## config.mk

```make
export PLATFORM = sky130hd
export DESIGN_NAME = cache_alt
export DESIGN_NICKNAME = d
export VERILOG_FILES = /design/src/cache_pkg.sv /design/src/cache_tag_array.sv /design/src/cache_data_array.sv /design/src/cache_dpath.sv /design/src/cache_ctrl.sv /design/src/cache_alt.sv
export SDC_FILE = /design/constraint.sdc
export NUM_CORES = 2
export LEC_CHECK = 0
export BUFFER_PORTS_ARGS = -buffer_cell sky130_fd_sc_hd__buf_2
export CORE_MARGIN = 4
export CORE_UTILIZATION = 30
export CTS_CLUSTER_DIAMETER = 100
export CTS_CLUSTER_SIZE = 14
export DETAILED_ROUTE_END_ITERATION = 7
export PLACE_DENSITY = 0.43
export SKIP_CTS_REPAIR_TIMING = 1
export SLEW_MARGIN = 10
export SYNTH_ARGS = -nofsm -noshare
export SYNTH_HDL_FRONTEND = slang
export SYNTH_HIERARCHICAL = 1
export SYNTH_SLANG_ARGS = --single-unit
```

## constraint.sdc

```tcl
create_clock -name clk -period 10 [get_ports clk]
set_input_delay 1 -clock clk [delete_from_list [all_inputs] [get_ports clk]]
set_output_delay 1 -clock clk [all_outputs]
set_load 0.05 [all_outputs]
```

## src/cache_pkg.sv

```systemverilog
// Shared definitions for the two-way write-back data cache.
// Geometry, memory message formats, address views and controller states.
`default_nettype none

package cache_pkg;

  // ==========================================================
  // Geometry
  // ==========================================================
  localparam int num_sets       = 8;
  localparam int num_ways       = 2;
  localparam int words_per_line = 4;

  localparam int idx_bits = $clog2(num_sets);
  localparam int off_bits = $clog2(words_per_line);
  localparam int tag_bits = 32 - idx_bits - off_bits - 2;

  // ==========================================================
  // Memory messages
  // ==========================================================
  typedef enum logic {
    mem_read  = 1'b0,
    mem_write = 1'b1
  } mem_type_e;

  typedef struct packed {
    mem_type_e   type_;
    logic [7:0]  opaque;
    logic [31:0] addr;
    logic [1:0]  len;
    logic [31:0] data;
  } mem_req_t;

  typedef struct packed {
    mem_type_e   type_;
    logic [7:0]  opaque;
    logic [1:0]  test;
    logic [1:0]  len;
    logic [31:0] data;
  } mem_resp_t;

  // Byte address seen either as one word or split into cache fields
  typedef struct packed {
    logic [tag_bits-1:0] tag;
    logic [idx_bits-1:0] index;
    logic [off_bits-1:0] word_off;
    logic [1:0]          byte_off;
  } addr_fields_t;

  typedef union packed {
    logic [31:0]  raw;
    addr_fields_t f;
  } cache_addr_u;

  // ==========================================================
  // Controller and datapath interface
  // ==========================================================
  typedef enum logic [3:0] {
    st_idle,
    st_tag_check,
    st_respond,
    st_spill,
    st_refill_req,
    st_refill_wait,
    st_write_data,
    st_flush_scan,
    st_flush_spill,
    st_flush_done
  } ctrl_state_e;

  typedef struct packed {
    logic req_en;     // capture accepted request
    logic resp_en;    // capture response word
    logic tag_en;
    logic tag_wen;
    logic lru_wen;
    logic data_en;
    logic data_wen;
    logic wdata_sel;  // 1 selects the refill word
    logic spill_sel;  // 1 selects victim address and write type
    logic word_clr;
    logic word_step;
    logic set_step;
  } dpath_ctrl_t;

  typedef struct packed {
    logic      hit;
    logic      hit_way;
    logic      victim_dirty;
    logic      victim_way;
    logic      last_word;
    logic      last_set;
    mem_type_e req_type;
  } dpath_status_t;

endpackage

`default_nettype wire

```

## src/cache_tag_array.sv

```systemverilog
// Tag store for both ways with valid, dirty and per-set LRU bits.
// Reads are registered; a write also refreshes the read outputs of its way.
`default_nettype none

module cache_tag_array (
  input  logic                           clk,
  input  logic                           arst_n,
  input  logic                           en,
  input  logic                           wen,
  input  logic                           way,
  input  logic [cache_pkg::idx_bits-1:0] index,
  input  logic [cache_pkg::tag_bits-1:0] tag_in,
  input  logic                           dirty_in,
  input  logic                           lru_wen,
  input  logic                           lru_in,
  output logic [cache_pkg::tag_bits-1:0] tag_out0,
  output logic [cache_pkg::tag_bits-1:0] tag_out1,
  output logic [cache_pkg::num_ways-1:0] valid_out,
  output logic [cache_pkg::num_ways-1:0] dirty_out,
  output logic                           lru_out
);
  import cache_pkg::*;

  logic [tag_bits-1:0]                 tags [num_ways][num_sets];
  logic [num_ways-1:0][num_sets-1:0]   valid_q;
  logic [num_ways-1:0][num_sets-1:0]   dirty_q;
  logic [num_sets-1:0]                 lru_q;

  // State bits and their read registers
  always_ff @(posedge clk or negedge arst_n) begin
    if (!arst_n) begin
      valid_q   <= '0;
      dirty_q   <= '0;
      lru_q     <= '0;
      valid_out <= '0;
      dirty_out <= '0;
      lru_out   <= 1'b0;
    end else begin
      if (en) begin
        for (int w = 0; w < num_ways; w++) begin
          valid_out[w] <= valid_q[w][index];
          dirty_out[w] <= dirty_q[w][index];
        end
        lru_out <= lru_q[index];
      end
      if (wen) begin
        valid_q[way][index] <= 1'b1;
        dirty_q[way][index] <= dirty_in;
        valid_out[way]      <= 1'b1;
        dirty_out[way]      <= dirty_in;
      end
      if (lru_wen) begin
        lru_q[index] <= lru_in;
        lru_out      <= lru_in;
      end
    end
  end

  // Tag storage
  always_ff @(posedge clk) begin
    if (en) begin
      tag_out0 <= tags[0][index];
      tag_out1 <= tags[1][index];
    end
    if (wen) begin
      tags[way][index] <= tag_in;
      if (way) begin
        tag_out1 <= tag_in;
      end else begin
        tag_out0 <= tag_in;
      end
    end
  end

endmodule

`default_nettype wire

```

## src/cache_data_array.sv

```systemverilog
// Line storage for both ways, one word read from each way per access.
`default_nettype none

module cache_data_array (
  input  logic                           clk,
  input  logic                           en,
  input  logic                           wen,
  input  logic                           way,
  input  logic [cache_pkg::idx_bits-1:0] index,
  input  logic [cache_pkg::off_bits-1:0] offset,
  input  logic [31:0]                    wdata,
  output logic [31:0]                    rdata0,
  output logic [31:0]                    rdata1
);
  import cache_pkg::*;

  logic [31:0] mem [num_ways][num_sets][words_per_line];

  // Read returns the old word when the same word is written
  always_ff @(posedge clk) begin
    if (en) begin
      if (wen) begin
        mem[way][index][offset] <= wdata;
      end
      rdata0 <= mem[0][index][offset];
      rdata1 <= mem[1][index][offset];
    end
  end

endmodule

`default_nettype wire

```

## src/cache_dpath.sv

```systemverilog
// Cache datapath: request capture, lookup, victim choice, counters
// and assembly of the processor and memory messages.
`default_nettype none

module cache_dpath (
  input  logic                     clk,
  input  logic                     arst_n,
  input  cache_pkg::mem_req_t      memreq_msg,
  input  cache_pkg::mem_resp_t     cache_resp_msg,
  input  cache_pkg::dpath_ctrl_t   ctrl,
  input  cache_pkg::ctrl_state_e   state,
  output cache_pkg::mem_resp_t     memresp_msg,
  output cache_pkg::mem_req_t      cache_req_msg,
  output cache_pkg::dpath_status_t status
);
  import cache_pkg::*;

  mem_req_t            req_q;
  logic [31:0]         resp_data_q;
  logic [off_bits-1:0] word_cnt;
  logic [idx_bits-1:0] set_cnt;
  cache_addr_u         in_addr;
  cache_addr_u         req_addr;
  cache_addr_u         mem_addr;
  logic [idx_bits-1:0] idx;
  logic [off_bits-1:0] off;
  logic [off_bits-1:0] word_ahead;
  logic [tag_bits-1:0] tag0;
  logic [tag_bits-1:0] tag1;
  logic [num_ways-1:0] valid;
  logic [num_ways-1:0] dirty;
  logic [num_ways-1:0] match;
  logic                lru;
  logic                in_flush;
  logic                proc_write;
  logic                victim_way;
  logic                wr_way;
  logic                resp_load;
  logic [31:0]         rdata0;
  logic [31:0]         rdata1;

  assign in_addr.raw  = memreq_msg.addr;
  assign req_addr.raw = req_q.addr;
  assign in_flush     = (state == st_flush_scan) || (state == st_flush_spill);
  assign proc_write   = ctrl.data_wen && !ctrl.wdata_sel;
  // Spill reads run one word ahead of the word being sent
  assign word_ahead   = word_cnt + off_bits'(ctrl.spill_sel && ctrl.word_step);

  // ==========================================================
  // Array addressing
  // ==========================================================
  always_comb begin
    if (state == st_idle) begin
      idx = ctrl.req_en ? in_addr.f.index : set_cnt;
    end else if (in_flush) begin
      idx = set_cnt + idx_bits'(ctrl.set_step);
    end else begin
      idx = req_addr.f.index;
    end
  end

  always_comb begin
    if (state == st_idle) begin
      off = in_addr.f.word_off;
    end else if (proc_write) begin
      off = req_addr.f.word_off;
    end else begin
      off = word_ahead;
    end
  end

  // ==========================================================
  // Lookup and victim
  // ==========================================================
  assign match[0] = valid[0] && (tag0 == req_addr.f.tag);
  assign match[1] = valid[1] && (tag1 == req_addr.f.tag);

  // Flush takes the first dirty way, otherwise the LRU way is evicted
  assign victim_way = in_flush ? !(valid[0] && dirty[0]) : lru;
  assign wr_way     = (state == st_tag_check || state == st_write_data) ? status.hit_way
                                                                       : status.victim_way;

  assign status.hit          = |match;
  assign status.hit_way      = match[1];
  assign status.victim_dirty = valid[victim_way] && dirty[victim_way];
  assign status.victim_way   = victim_way;
  assign status.last_word    = (word_cnt == off_bits'(words_per_line - 1));
  assign status.last_set     = (set_cnt == idx_bits'(num_sets - 1));
  assign status.req_type     = req_q.type_;

  // ==========================================================
  // Registers and counters
  // ==========================================================
  always_ff @(posedge clk or negedge arst_n) begin
    if (!arst_n) begin
      word_cnt <= '0;
      set_cnt  <= '0;
    end else begin
      if (ctrl.word_clr) begin
        word_cnt <= '0;
      end else if (ctrl.word_step) begin
        word_cnt <= word_cnt + 1'b1;
      end
      if (ctrl.set_step) begin
        set_cnt <= set_cnt + 1'b1;
      end
    end
  end

  // Refill only keeps the word the processor asked for
  assign resp_load = ctrl.resp_en &&
                     (state != st_refill_wait || word_cnt == req_addr.f.word_off);

  always_ff @(posedge clk) begin
    if (ctrl.req_en) begin
      req_q <= memreq_msg;
    end
    if (resp_load) begin
      resp_data_q <= (state == st_refill_wait) ? cache_resp_msg.data
                   : (status.hit_way ? rdata1 : rdata0);
    end
  end

  // ==========================================================
  // Messages
  // ==========================================================
  always_comb begin
    mem_addr.f.tag      = ctrl.spill_sel ? (status.victim_way ? tag1 : tag0) : req_addr.f.tag;
    mem_addr.f.index    = idx;
    mem_addr.f.word_off = word_cnt;
    mem_addr.f.byte_off = 2'b00;
  end

  assign cache_req_msg.type_  = ctrl.spill_sel ? mem_write : mem_read;
  assign cache_req_msg.opaque = '0;
  assign cache_req_msg.addr   = mem_addr.raw;
  assign cache_req_msg.len    = '0;
  assign cache_req_msg.data   = status.victim_way ? rdata1 : rdata0;

  assign memresp_msg.type_  = req_q.type_;
  assign memresp_msg.opaque = '0;
  assign memresp_msg.test   = '0;
  assign memresp_msg.len    = '0;
  assign memresp_msg.data   = (req_q.type_ == mem_write) ? '0 : resp_data_q;

  cache_tag_array i_tags (
    .clk       (clk),
    .arst_n    (arst_n),
    .en        (ctrl.tag_en),
    .wen       (ctrl.tag_wen),
    .way       (wr_way),
    .index     (idx),
    .tag_in    (mem_addr.f.tag),
    .dirty_in  ((req_q.type_ == mem_write) && !ctrl.spill_sel),
    .lru_wen   (ctrl.lru_wen),
    .lru_in    (!wr_way),
    .tag_out0  (tag0),
    .tag_out1  (tag1),
    .valid_out (valid),
    .dirty_out (dirty),
    .lru_out   (lru)
  );

  cache_data_array i_data (
    .clk    (clk),
    .en     (ctrl.data_en),
    .wen    (ctrl.data_wen),
    .way    (wr_way),
    .index  (idx),
    .offset (off),
    .wdata  (ctrl.wdata_sel ? cache_resp_msg.data : req_q.data),
    .rdata0 (rdata0),
    .rdata1 (rdata1)
  );

endmodule

`default_nettype wire

```

## src/cache_ctrl.sv

```systemverilog
// Cache controller FSM for lookup, response, spill, refill and flush.
// Drives every handshake of both ports and the datapath controls.
`default_nettype none

module cache_ctrl (
  input  logic                     clk,
  input  logic                     arst_n,
  input  logic                     memreq_val,
  input  logic                     memresp_rdy,
  input  logic                     cache_req_rdy,
  input  logic                     cache_resp_val,
  input  logic                     flush,
  input  cache_pkg::dpath_status_t status,
  output logic                     memreq_rdy,
  output logic                     memresp_val,
  output logic                     cache_req_val,
  output logic                     cache_resp_rdy,
  output logic                     flush_done,
  output cache_pkg::dpath_ctrl_t   ctrl,
  output cache_pkg::ctrl_state_e   state
);
  import cache_pkg::*;

  ctrl_state_e next_state;
  logic        live;
  logic        is_write;

  always_ff @(posedge clk or negedge arst_n) begin
    if (!arst_n) begin
      state <= st_idle;
      live  <= 1'b0;
    end else begin
      state <= next_state;
      live  <= 1'b1;
    end
  end

  // Handshake outputs; flush wins over a new request in idle
  assign memreq_rdy     = (state == st_idle) && live && !flush;
  assign memresp_val    = (state == st_respond);
  assign cache_req_val  = (state == st_spill) || (state == st_refill_req) ||
                          (state == st_flush_spill);
  assign cache_resp_rdy = (state == st_refill_wait);
  assign flush_done     = (state == st_flush_done);
  assign is_write       = (status.req_type == mem_write);

  // ==========================================================
  // Next state and datapath controls
  // ==========================================================
  always_comb begin
    next_state = state;
    ctrl       = '0;
    case (state)
      st_idle: begin
        ctrl.req_en   = memreq_val && memreq_rdy;
        ctrl.tag_en   = 1'b1;
        ctrl.data_en  = 1'b1;
        ctrl.word_clr = 1'b1;
        if (memreq_val && memreq_rdy) begin
          next_state = st_tag_check;
        end else if (live && flush) begin
          next_state = st_flush_scan;
        end
      end
      st_tag_check: begin
        // On a miss this access fetches word 0 of the victim
        ctrl.data_en = 1'b1;
        if (status.hit) begin
          ctrl.resp_en  = 1'b1;
          ctrl.lru_wen  = 1'b1;
          ctrl.tag_wen  = is_write;
          ctrl.data_wen = is_write;
          next_state    = st_respond;
        end else if (status.victim_dirty) begin
          next_state = st_spill;
        end else begin
          next_state = st_refill_req;
        end
      end
      st_respond: begin
        if (memresp_rdy) begin
          next_state = st_idle;
        end
      end
      st_spill, st_flush_spill: begin
        ctrl.spill_sel = 1'b1;
        ctrl.data_en   = 1'b1;
        ctrl.word_step = cache_req_rdy;
        if (cache_req_rdy && status.last_word) begin
          // Victim line is clean once its last word is out
          ctrl.tag_wen = 1'b1;
          next_state   = (state == st_spill) ? st_refill_req : st_flush_scan;
        end
      end
      st_refill_req: begin
        if (cache_req_rdy) begin
          next_state = st_refill_wait;
        end
      end
      st_refill_wait: begin
        if (cache_resp_val) begin
          ctrl.data_en   = 1'b1;
          ctrl.data_wen  = 1'b1;
          ctrl.wdata_sel = 1'b1;
          ctrl.resp_en   = 1'b1;
          ctrl.word_step = 1'b1;
          if (status.last_word) begin
            ctrl.tag_wen = 1'b1;
            ctrl.lru_wen = 1'b1;
            next_state   = is_write ? st_write_data : st_respond;
          end else begin
            next_state = st_refill_req;
          end
        end
      end
      st_write_data: begin
        ctrl.data_en  = 1'b1;
        ctrl.data_wen = 1'b1;
        ctrl.tag_wen  = 1'b1;
        next_state    = st_respond;
      end
      st_flush_scan: begin
        ctrl.tag_en  = 1'b1;
        ctrl.data_en = 1'b1;
        if (status.victim_dirty) begin
          next_state = st_flush_spill;
        end else begin
          ctrl.set_step = 1'b1;
          if (status.last_set) begin
            next_state = st_flush_done;
          end
        end
      end
      st_flush_done: begin
        next_state = st_idle;
      end
      default: begin
        next_state = st_idle;
      end
    endcase
  end

endmodule

`default_nettype wire

```

## src/cache_alt.sv

```systemverilog
// Two-way write-back data cache top level.
// Joins the controller and the datapath between processor and memory ports.
`default_nettype none

module cache_alt (
  input  logic                 clk,
  input  logic                 arst_n,

  // Processor side
  input  logic                 memreq_val,
  output logic                 memreq_rdy,
  input  cache_pkg::mem_req_t  memreq_msg,
  output logic                 memresp_val,
  input  logic                 memresp_rdy,
  output cache_pkg::mem_resp_t memresp_msg,

  // Memory side
  output logic                 cache_req_val,
  input  logic                 cache_req_rdy,
  output cache_pkg::mem_req_t  cache_req_msg,
  input  logic                 cache_resp_val,
  output logic                 cache_resp_rdy,
  input  cache_pkg::mem_resp_t cache_resp_msg,

  input  logic                 flush,
  output logic                 flush_done
);
  import cache_pkg::*;

  dpath_ctrl_t   ctrl;
  dpath_status_t status;
  ctrl_state_e   state;

  cache_ctrl i_ctrl (
    .clk            (clk),
    .arst_n         (arst_n),
    .memreq_val     (memreq_val),
    .memresp_rdy    (memresp_rdy),
    .cache_req_rdy  (cache_req_rdy),
    .cache_resp_val (cache_resp_val),
    .flush          (flush),
    .status         (status),
    .memreq_rdy     (memreq_rdy),
    .memresp_val    (memresp_val),
    .cache_req_val  (cache_req_val),
    .cache_resp_rdy (cache_resp_rdy),
    .flush_done     (flush_done),
    .ctrl           (ctrl),
    .state          (state)
  );

  cache_dpath i_dpath (
    .clk            (clk),
    .arst_n         (arst_n),
    .memreq_msg     (memreq_msg),
    .cache_resp_msg (cache_resp_msg),
    .ctrl           (ctrl),
    .state          (state),
    .memresp_msg    (memresp_msg),
    .cache_req_msg  (cache_req_msg),
    .status         (status)
  );

endmodule

`default_nettype wire

```

Yosys cells after proc, flatten, opt, wreduce, memory -nomap -nowiden
Memory sizes are Yosys's and may differ from the RTL's.
Index checks and enable logic that the tools add are counted.
{ "totals": {"ff_bits": 266, "ramBits": 2448, "input_bits": 127, "out_inout_bits": 125, "word_cells": 210, "memories": 2} }
{ "mem_list": {"columns": ["name", "depth", "word_bits", "rd", "rd_clocked_by_memory_dff", "wr", "line", "rtl"], "rows": [
  ["i_dpath.i_data.mem", 2, 1024, 2, 0, 1, "cache_data_array.sv:17", "logic [31:0] mem [num_ways][num_sets][words_per_line];"],
  ["i_dpath.i_tags.tags", 2, 200, 2, 0, 1, "cache_tag_array.sv:24", "logic [tag_bits-1:0] tags [num_ways][num_sets];"]
]} }
{ "op_classes": {"addsub": 4, "magnitude_cmp": 9, "n_eq_ne": 21, "muxes": 115, "bitwise": 4, "reduce_logical": 35} }
{ "ops": {"columns": ["operator", "n"], "rows": [
  ["two-way mux 1024 bit", 1],
  ["binary-select mux 128 bit (select 3 bit)", 2],
  ["two-way mux 128 bit", 5],
  ["demux 128 bit (select 3 bit)", 1],
  ["two-way mux 25 bit", 13],
  ["two-way mux 32 bit", 10],
  ["two-way mux 200 bit", 1],
  ["binary-select mux 25 bit (select 3 bit)", 2],
  ["binary-select mux 32 bit (select 2 bit)", 2],
  ["demux 25 bit (select 3 bit)", 1],
  ["demux 32 bit (select 2 bit)", 1],
  ["equality test 25 bit", 2],
  ["two-way mux 4 bit", 9],
  ["one-hot mux 4 bit (8 select lines)", 1],
  ["two-way mux 1 bit", 30],
  ["two-way mux 2 bit", 11],
  ["two-way mux 3 bit", 6],
  ["logical AND 1 bit", 17],
  ["bitwise mux 16 bit", 1],
  ["equality test 4 x 3 -> 1 bit, second input constant", 4],
  ["OR 16 bit", 1],
  ["binary-select mux 1 bit (select 3 bit)", 5],
  ["bitwise mux 8 bit", 1],
  ["demux 8 bit (select 1 bit)", 1],
  ["41 further kinds", 60]
]} }

Logic depth before layout (Yosys ltp)
{ "depth": {"ltp_word": 18, "mapped_depth": 22, "mapped_depth_nobuf": 17} }

Cells and area by module
Netlist, hierarchy kept.
{ "by_module_without_submodules": {"columns": ["mod", "n_inst", "cells_each", "area_per_inst_um2", "seq_area_each_um2"], "rows": [
  ["cache_data_array", 1, 4708, 80242.0, 63420.8],
  ["cache_tag_array", 1, 1232, 19173.4, 14138.6],
  ["cache_dpath", 1, 620, 6772.7, 2977.9],
  ["cache_ctrl", 1, 86, 719.4, 125.1]
]} }

Worst setup path after synthesis
Ideal clock, no wire load.
{ "synth_timing": {"kind": "input -> register", "from": "input port flush", "to": "memory i_dpath/i_data/mem[1][224] (netlist bit) (enable)", "arrival_ps": 8033, "t_required_ps": 9579, "slack_ps": 1546, "cell_stages": 12, "path_buffers": 6, "path_cell_list": "nand3b_1 nor2_1 mux2i_1 a21oi_1 buf_4 buf_6 buf_6 buf_4 buf_2 buf_2 nand2_1 nor2_1"} }
{ "synth_lines": {"columns": ["item", "line", "rtl"], "rows": [
  ["start, declared", "cache_alt.sv:25", "input logic flush,"],
  ["end, declared", "cache_data_array.sv:17", null]
]} }

==> flow_summary.toml <==
[status]
status = "finished clean"

[timing]
finalSetupViolCount = 0
skew_ns = 0.0708
hold_slack_ns = 0.258
fmax_ghz = 0.133
min_period_ns = 7.51
slew_headroom = 0.0531
hold_violations = 0
maxSlewViolCount = 0
finalCritPeriodShare = 0.751
rsz0062_at_grt = "false"
tns_ns = 0
worstMarginPinSlew_ns = 1.39

[die]
start_util = 0.302
die_w_um = 605
dieArea_um2 = 366000
fp.coreArea_um2 = 354000
rows = 218
die_height_um = 605
pin_count = 252

[hold_path]
hold_path_depth = 1
min_path_type = "in2reg"
holdPathEnd = "i_dpath/req_q[21]"
min_from = "memreq_msg[21]"

[detailed_routing]
antenna_left = 0
wl_mm = 388
num_vias = 63800
vias_per_cell = 5.47
wl_per_cell_um = 33.3
drtIter0Drc = 6740
firstDrtPassIters = 7
drc_errors = 0

[clock_network]
htree_num_levels = 4
cts-root-buf = "clkbuf_16"
cts_buffers = 218
cts.sinks = 2712
path_clk_slew_ns = 0.07
tritoncts = "yes"
worst_skew_pair.late_latency_ns = 0.93
cts.path.max_buffers = 4

[finish]
fillCellCount = 34000
layout-drive-gt1-share = 0.152
nNetsFinal = 6946
area_growth_pct = 12.6
multi_input_area_um2 = 24500
seq_area_um2 = 80700

[worst_setup_path]
crit_path_end_kind = "register"
path_buf_inv = 3
crit_family = "compound AO/OA/AOI/OAI gates"
cp-start-kind = "register"
crit_chain = "nor3_1, a32oi_4, a21oi_1, a21oi_1, a21oi_1, nor3_1, ha_1, mux2_2, nor2_1, a21oi_4, buf_4, and2_4, buf_4, buf_4, a22oi_1, o221ai_1, o22ai_1, a211oi_1"
slowest_stage = "dfrtp_1"
arrival_ns = 8.24
cp_max_fo = 48
worstSetupPathType = "reg2reg"
reg2reg_depth = 18
cp_slowest_stage_delay_ns = 1.02
reg2reg_from = "i_ctrl/state[0]"
r2r-end = "i_dpath/i_data/rdata1[6]"
required_ns = 10.73
reg2reg_slack_ns = 2.49

[grt]
antenna_found_initial = 31
grtUsageTotal = 0.205
first_global_vias = 62000
grt-ovfl-total = 0
grt_first_pass_wirelength_mm = 531
grt_max_degree = 118

[power]
ir_worst_vdd_mv = 0.261
netSwitchingPower_mw = 16.0
p_seq_frac = 0.378
intPower_mw = 22.0
power_frac_comb = 0.411
switching_share = 0.421
pwr-share-clk = 0.212
leakage_nw = 37.8
power.density_nw_per_um2 = 316

[yosys]
avgSynthCellArea_um2 = 16.1
synthCells = 6644
synth_area_um2 = 107000
ys.warnings.count = 6

[flow_run]
cap_violations = 0

[placed_design]
port_buffers = 202
post-dp-hpwl_mm = 227
place_congestion = 0.804
## cell usage in the layout, fill, tap and decap left out, types with 46 or more instances in the layout
master     instances
a221oi_1         322
clkbuf_16        221
nor3_1            79
dfrtp_1           55
o21ai_0          239
nor2_4            78
o221ai_1          64
buf_2            202
o22ai_1           73
diode_2           46
nor2b_1           76
a211oi_1          76
clkbuf_1          49
mux2i_1          291
edfxtp_1        2607
nor2_1           197
a22oi_1          393
dfxtp_1           50
mux2_2           148
nand2_1          262
a21oi_1          446
buf_4            238
## power by group through the flow
stage | Clock, mW | Combinational, mW | Sequential, mW
2_1_floorplan | 0 | 9.05 | 14.2
3_3_place_gp | 0 | 15.6 | 14.6
3_5_place_dp | 0 | 15.6 | 14.6
4_1_cts | 8.27 | 15.7 | 14.4
5_1_grt | 8.68 | 16.5 | 14.4
6_report | 8.05 | 15.6 | 14.4
## through the flow
stage          total power, mW  area [um^2]  setup WS [ns]   util  std cells
2_1_floorplan             23.3       107000           1.55      -       6667
3_3_place_gp              30.2       114000           2.46  0.323      11300
3_5_place_dp              30.3       114000           2.48  0.323      11300
4_1_cts                   38.3       120000           2.41  0.340      11600
5_1_grt                   39.5       120000           2.13  0.340      11700
6_report                  38.0       120000           2.49  0.340      11700
## state kept, by name (all words and copies together), names as in the netlist
| register | count |
|---|---|
| i_ctrl/live | 1 |
| i_ctrl/state | 4 |
| i_dpath/i_data/mem | 2048 |
| i_dpath/i_data/rdata0 | 32 |
| i_dpath/i_data/rdata1 | 32 |
| i_dpath/i_tags/dirty_out | 2 |
| i_dpath/i_tags/dirty_q | 16 |
| i_dpath/i_tags/lru_out | 1 |
| i_dpath/i_tags/lru_q | 8 |
| i_dpath/i_tags/tag_out0 | 25 |
| i_dpath/i_tags/tag_out1 | 25 |
| i_dpath/i_tags/tags | 400 |
| i_dpath/i_tags/valid_out | 2 |
| i_dpath/i_tags/valid_q | 16 |
| i_dpath/memresp_msg | 1 |
| i_dpath/req_addr | 30 |
| i_dpath/req_q | 32 |
| i_dpath/resp_data_q | 32 |
| i_dpath/set_cnt | 3 |
| i_dpath/word_cnt | 2 |
## how the worst max path moves through the flow
stage	startpoint	endpoint	depth (start not counted)	slack [ns]
2_1_floorplan	flush	i_dpath/i_data/mem[1][224]	12	1.55
3_3_place_gp	i_ctrl/state[0]	i_dpath/i_data/rdata1[6]	18	2.46
3_5_place_dp	i_ctrl/state[0]	i_dpath/i_data/rdata1[6]	18	2.48
4_1_cts	i_ctrl/state[0]	i_dpath/i_data/rdata1[6]	18	2.41
5_1_grt	i_ctrl/state[0]	i_dpath/i_data/rdata1[6]	18	2.13
6_report	i_ctrl/state[0]	i_dpath/i_data/rdata1[6]	18	2.49
## per-layer routing
layer | GRT usage | vias up | wire, um
li1 | - | 27000 | -
met1 | 0.278 | 34100 | 165000
met2 | 0.350 | 2230 | 191000
met3 | 0.0246 | 376 | 21400
met4 | 0.0478 | 2 | 10300
met5 | 0 | - | 14
## final cells by class
class	instances	share of cell area
Clock buffer	270	0.0475
Tap cell	4730	0.0492
Antenna cell	46	0.000956
Timing Repair Buffer	457	0.0261
Sequential cell	2712	0.670
Inverter	19	0.000696
Clock inverter	17	0.00194
Multi-Input combinational cell	3405	0.204
No activity file was read; power rests on OpenSTA's default activity.
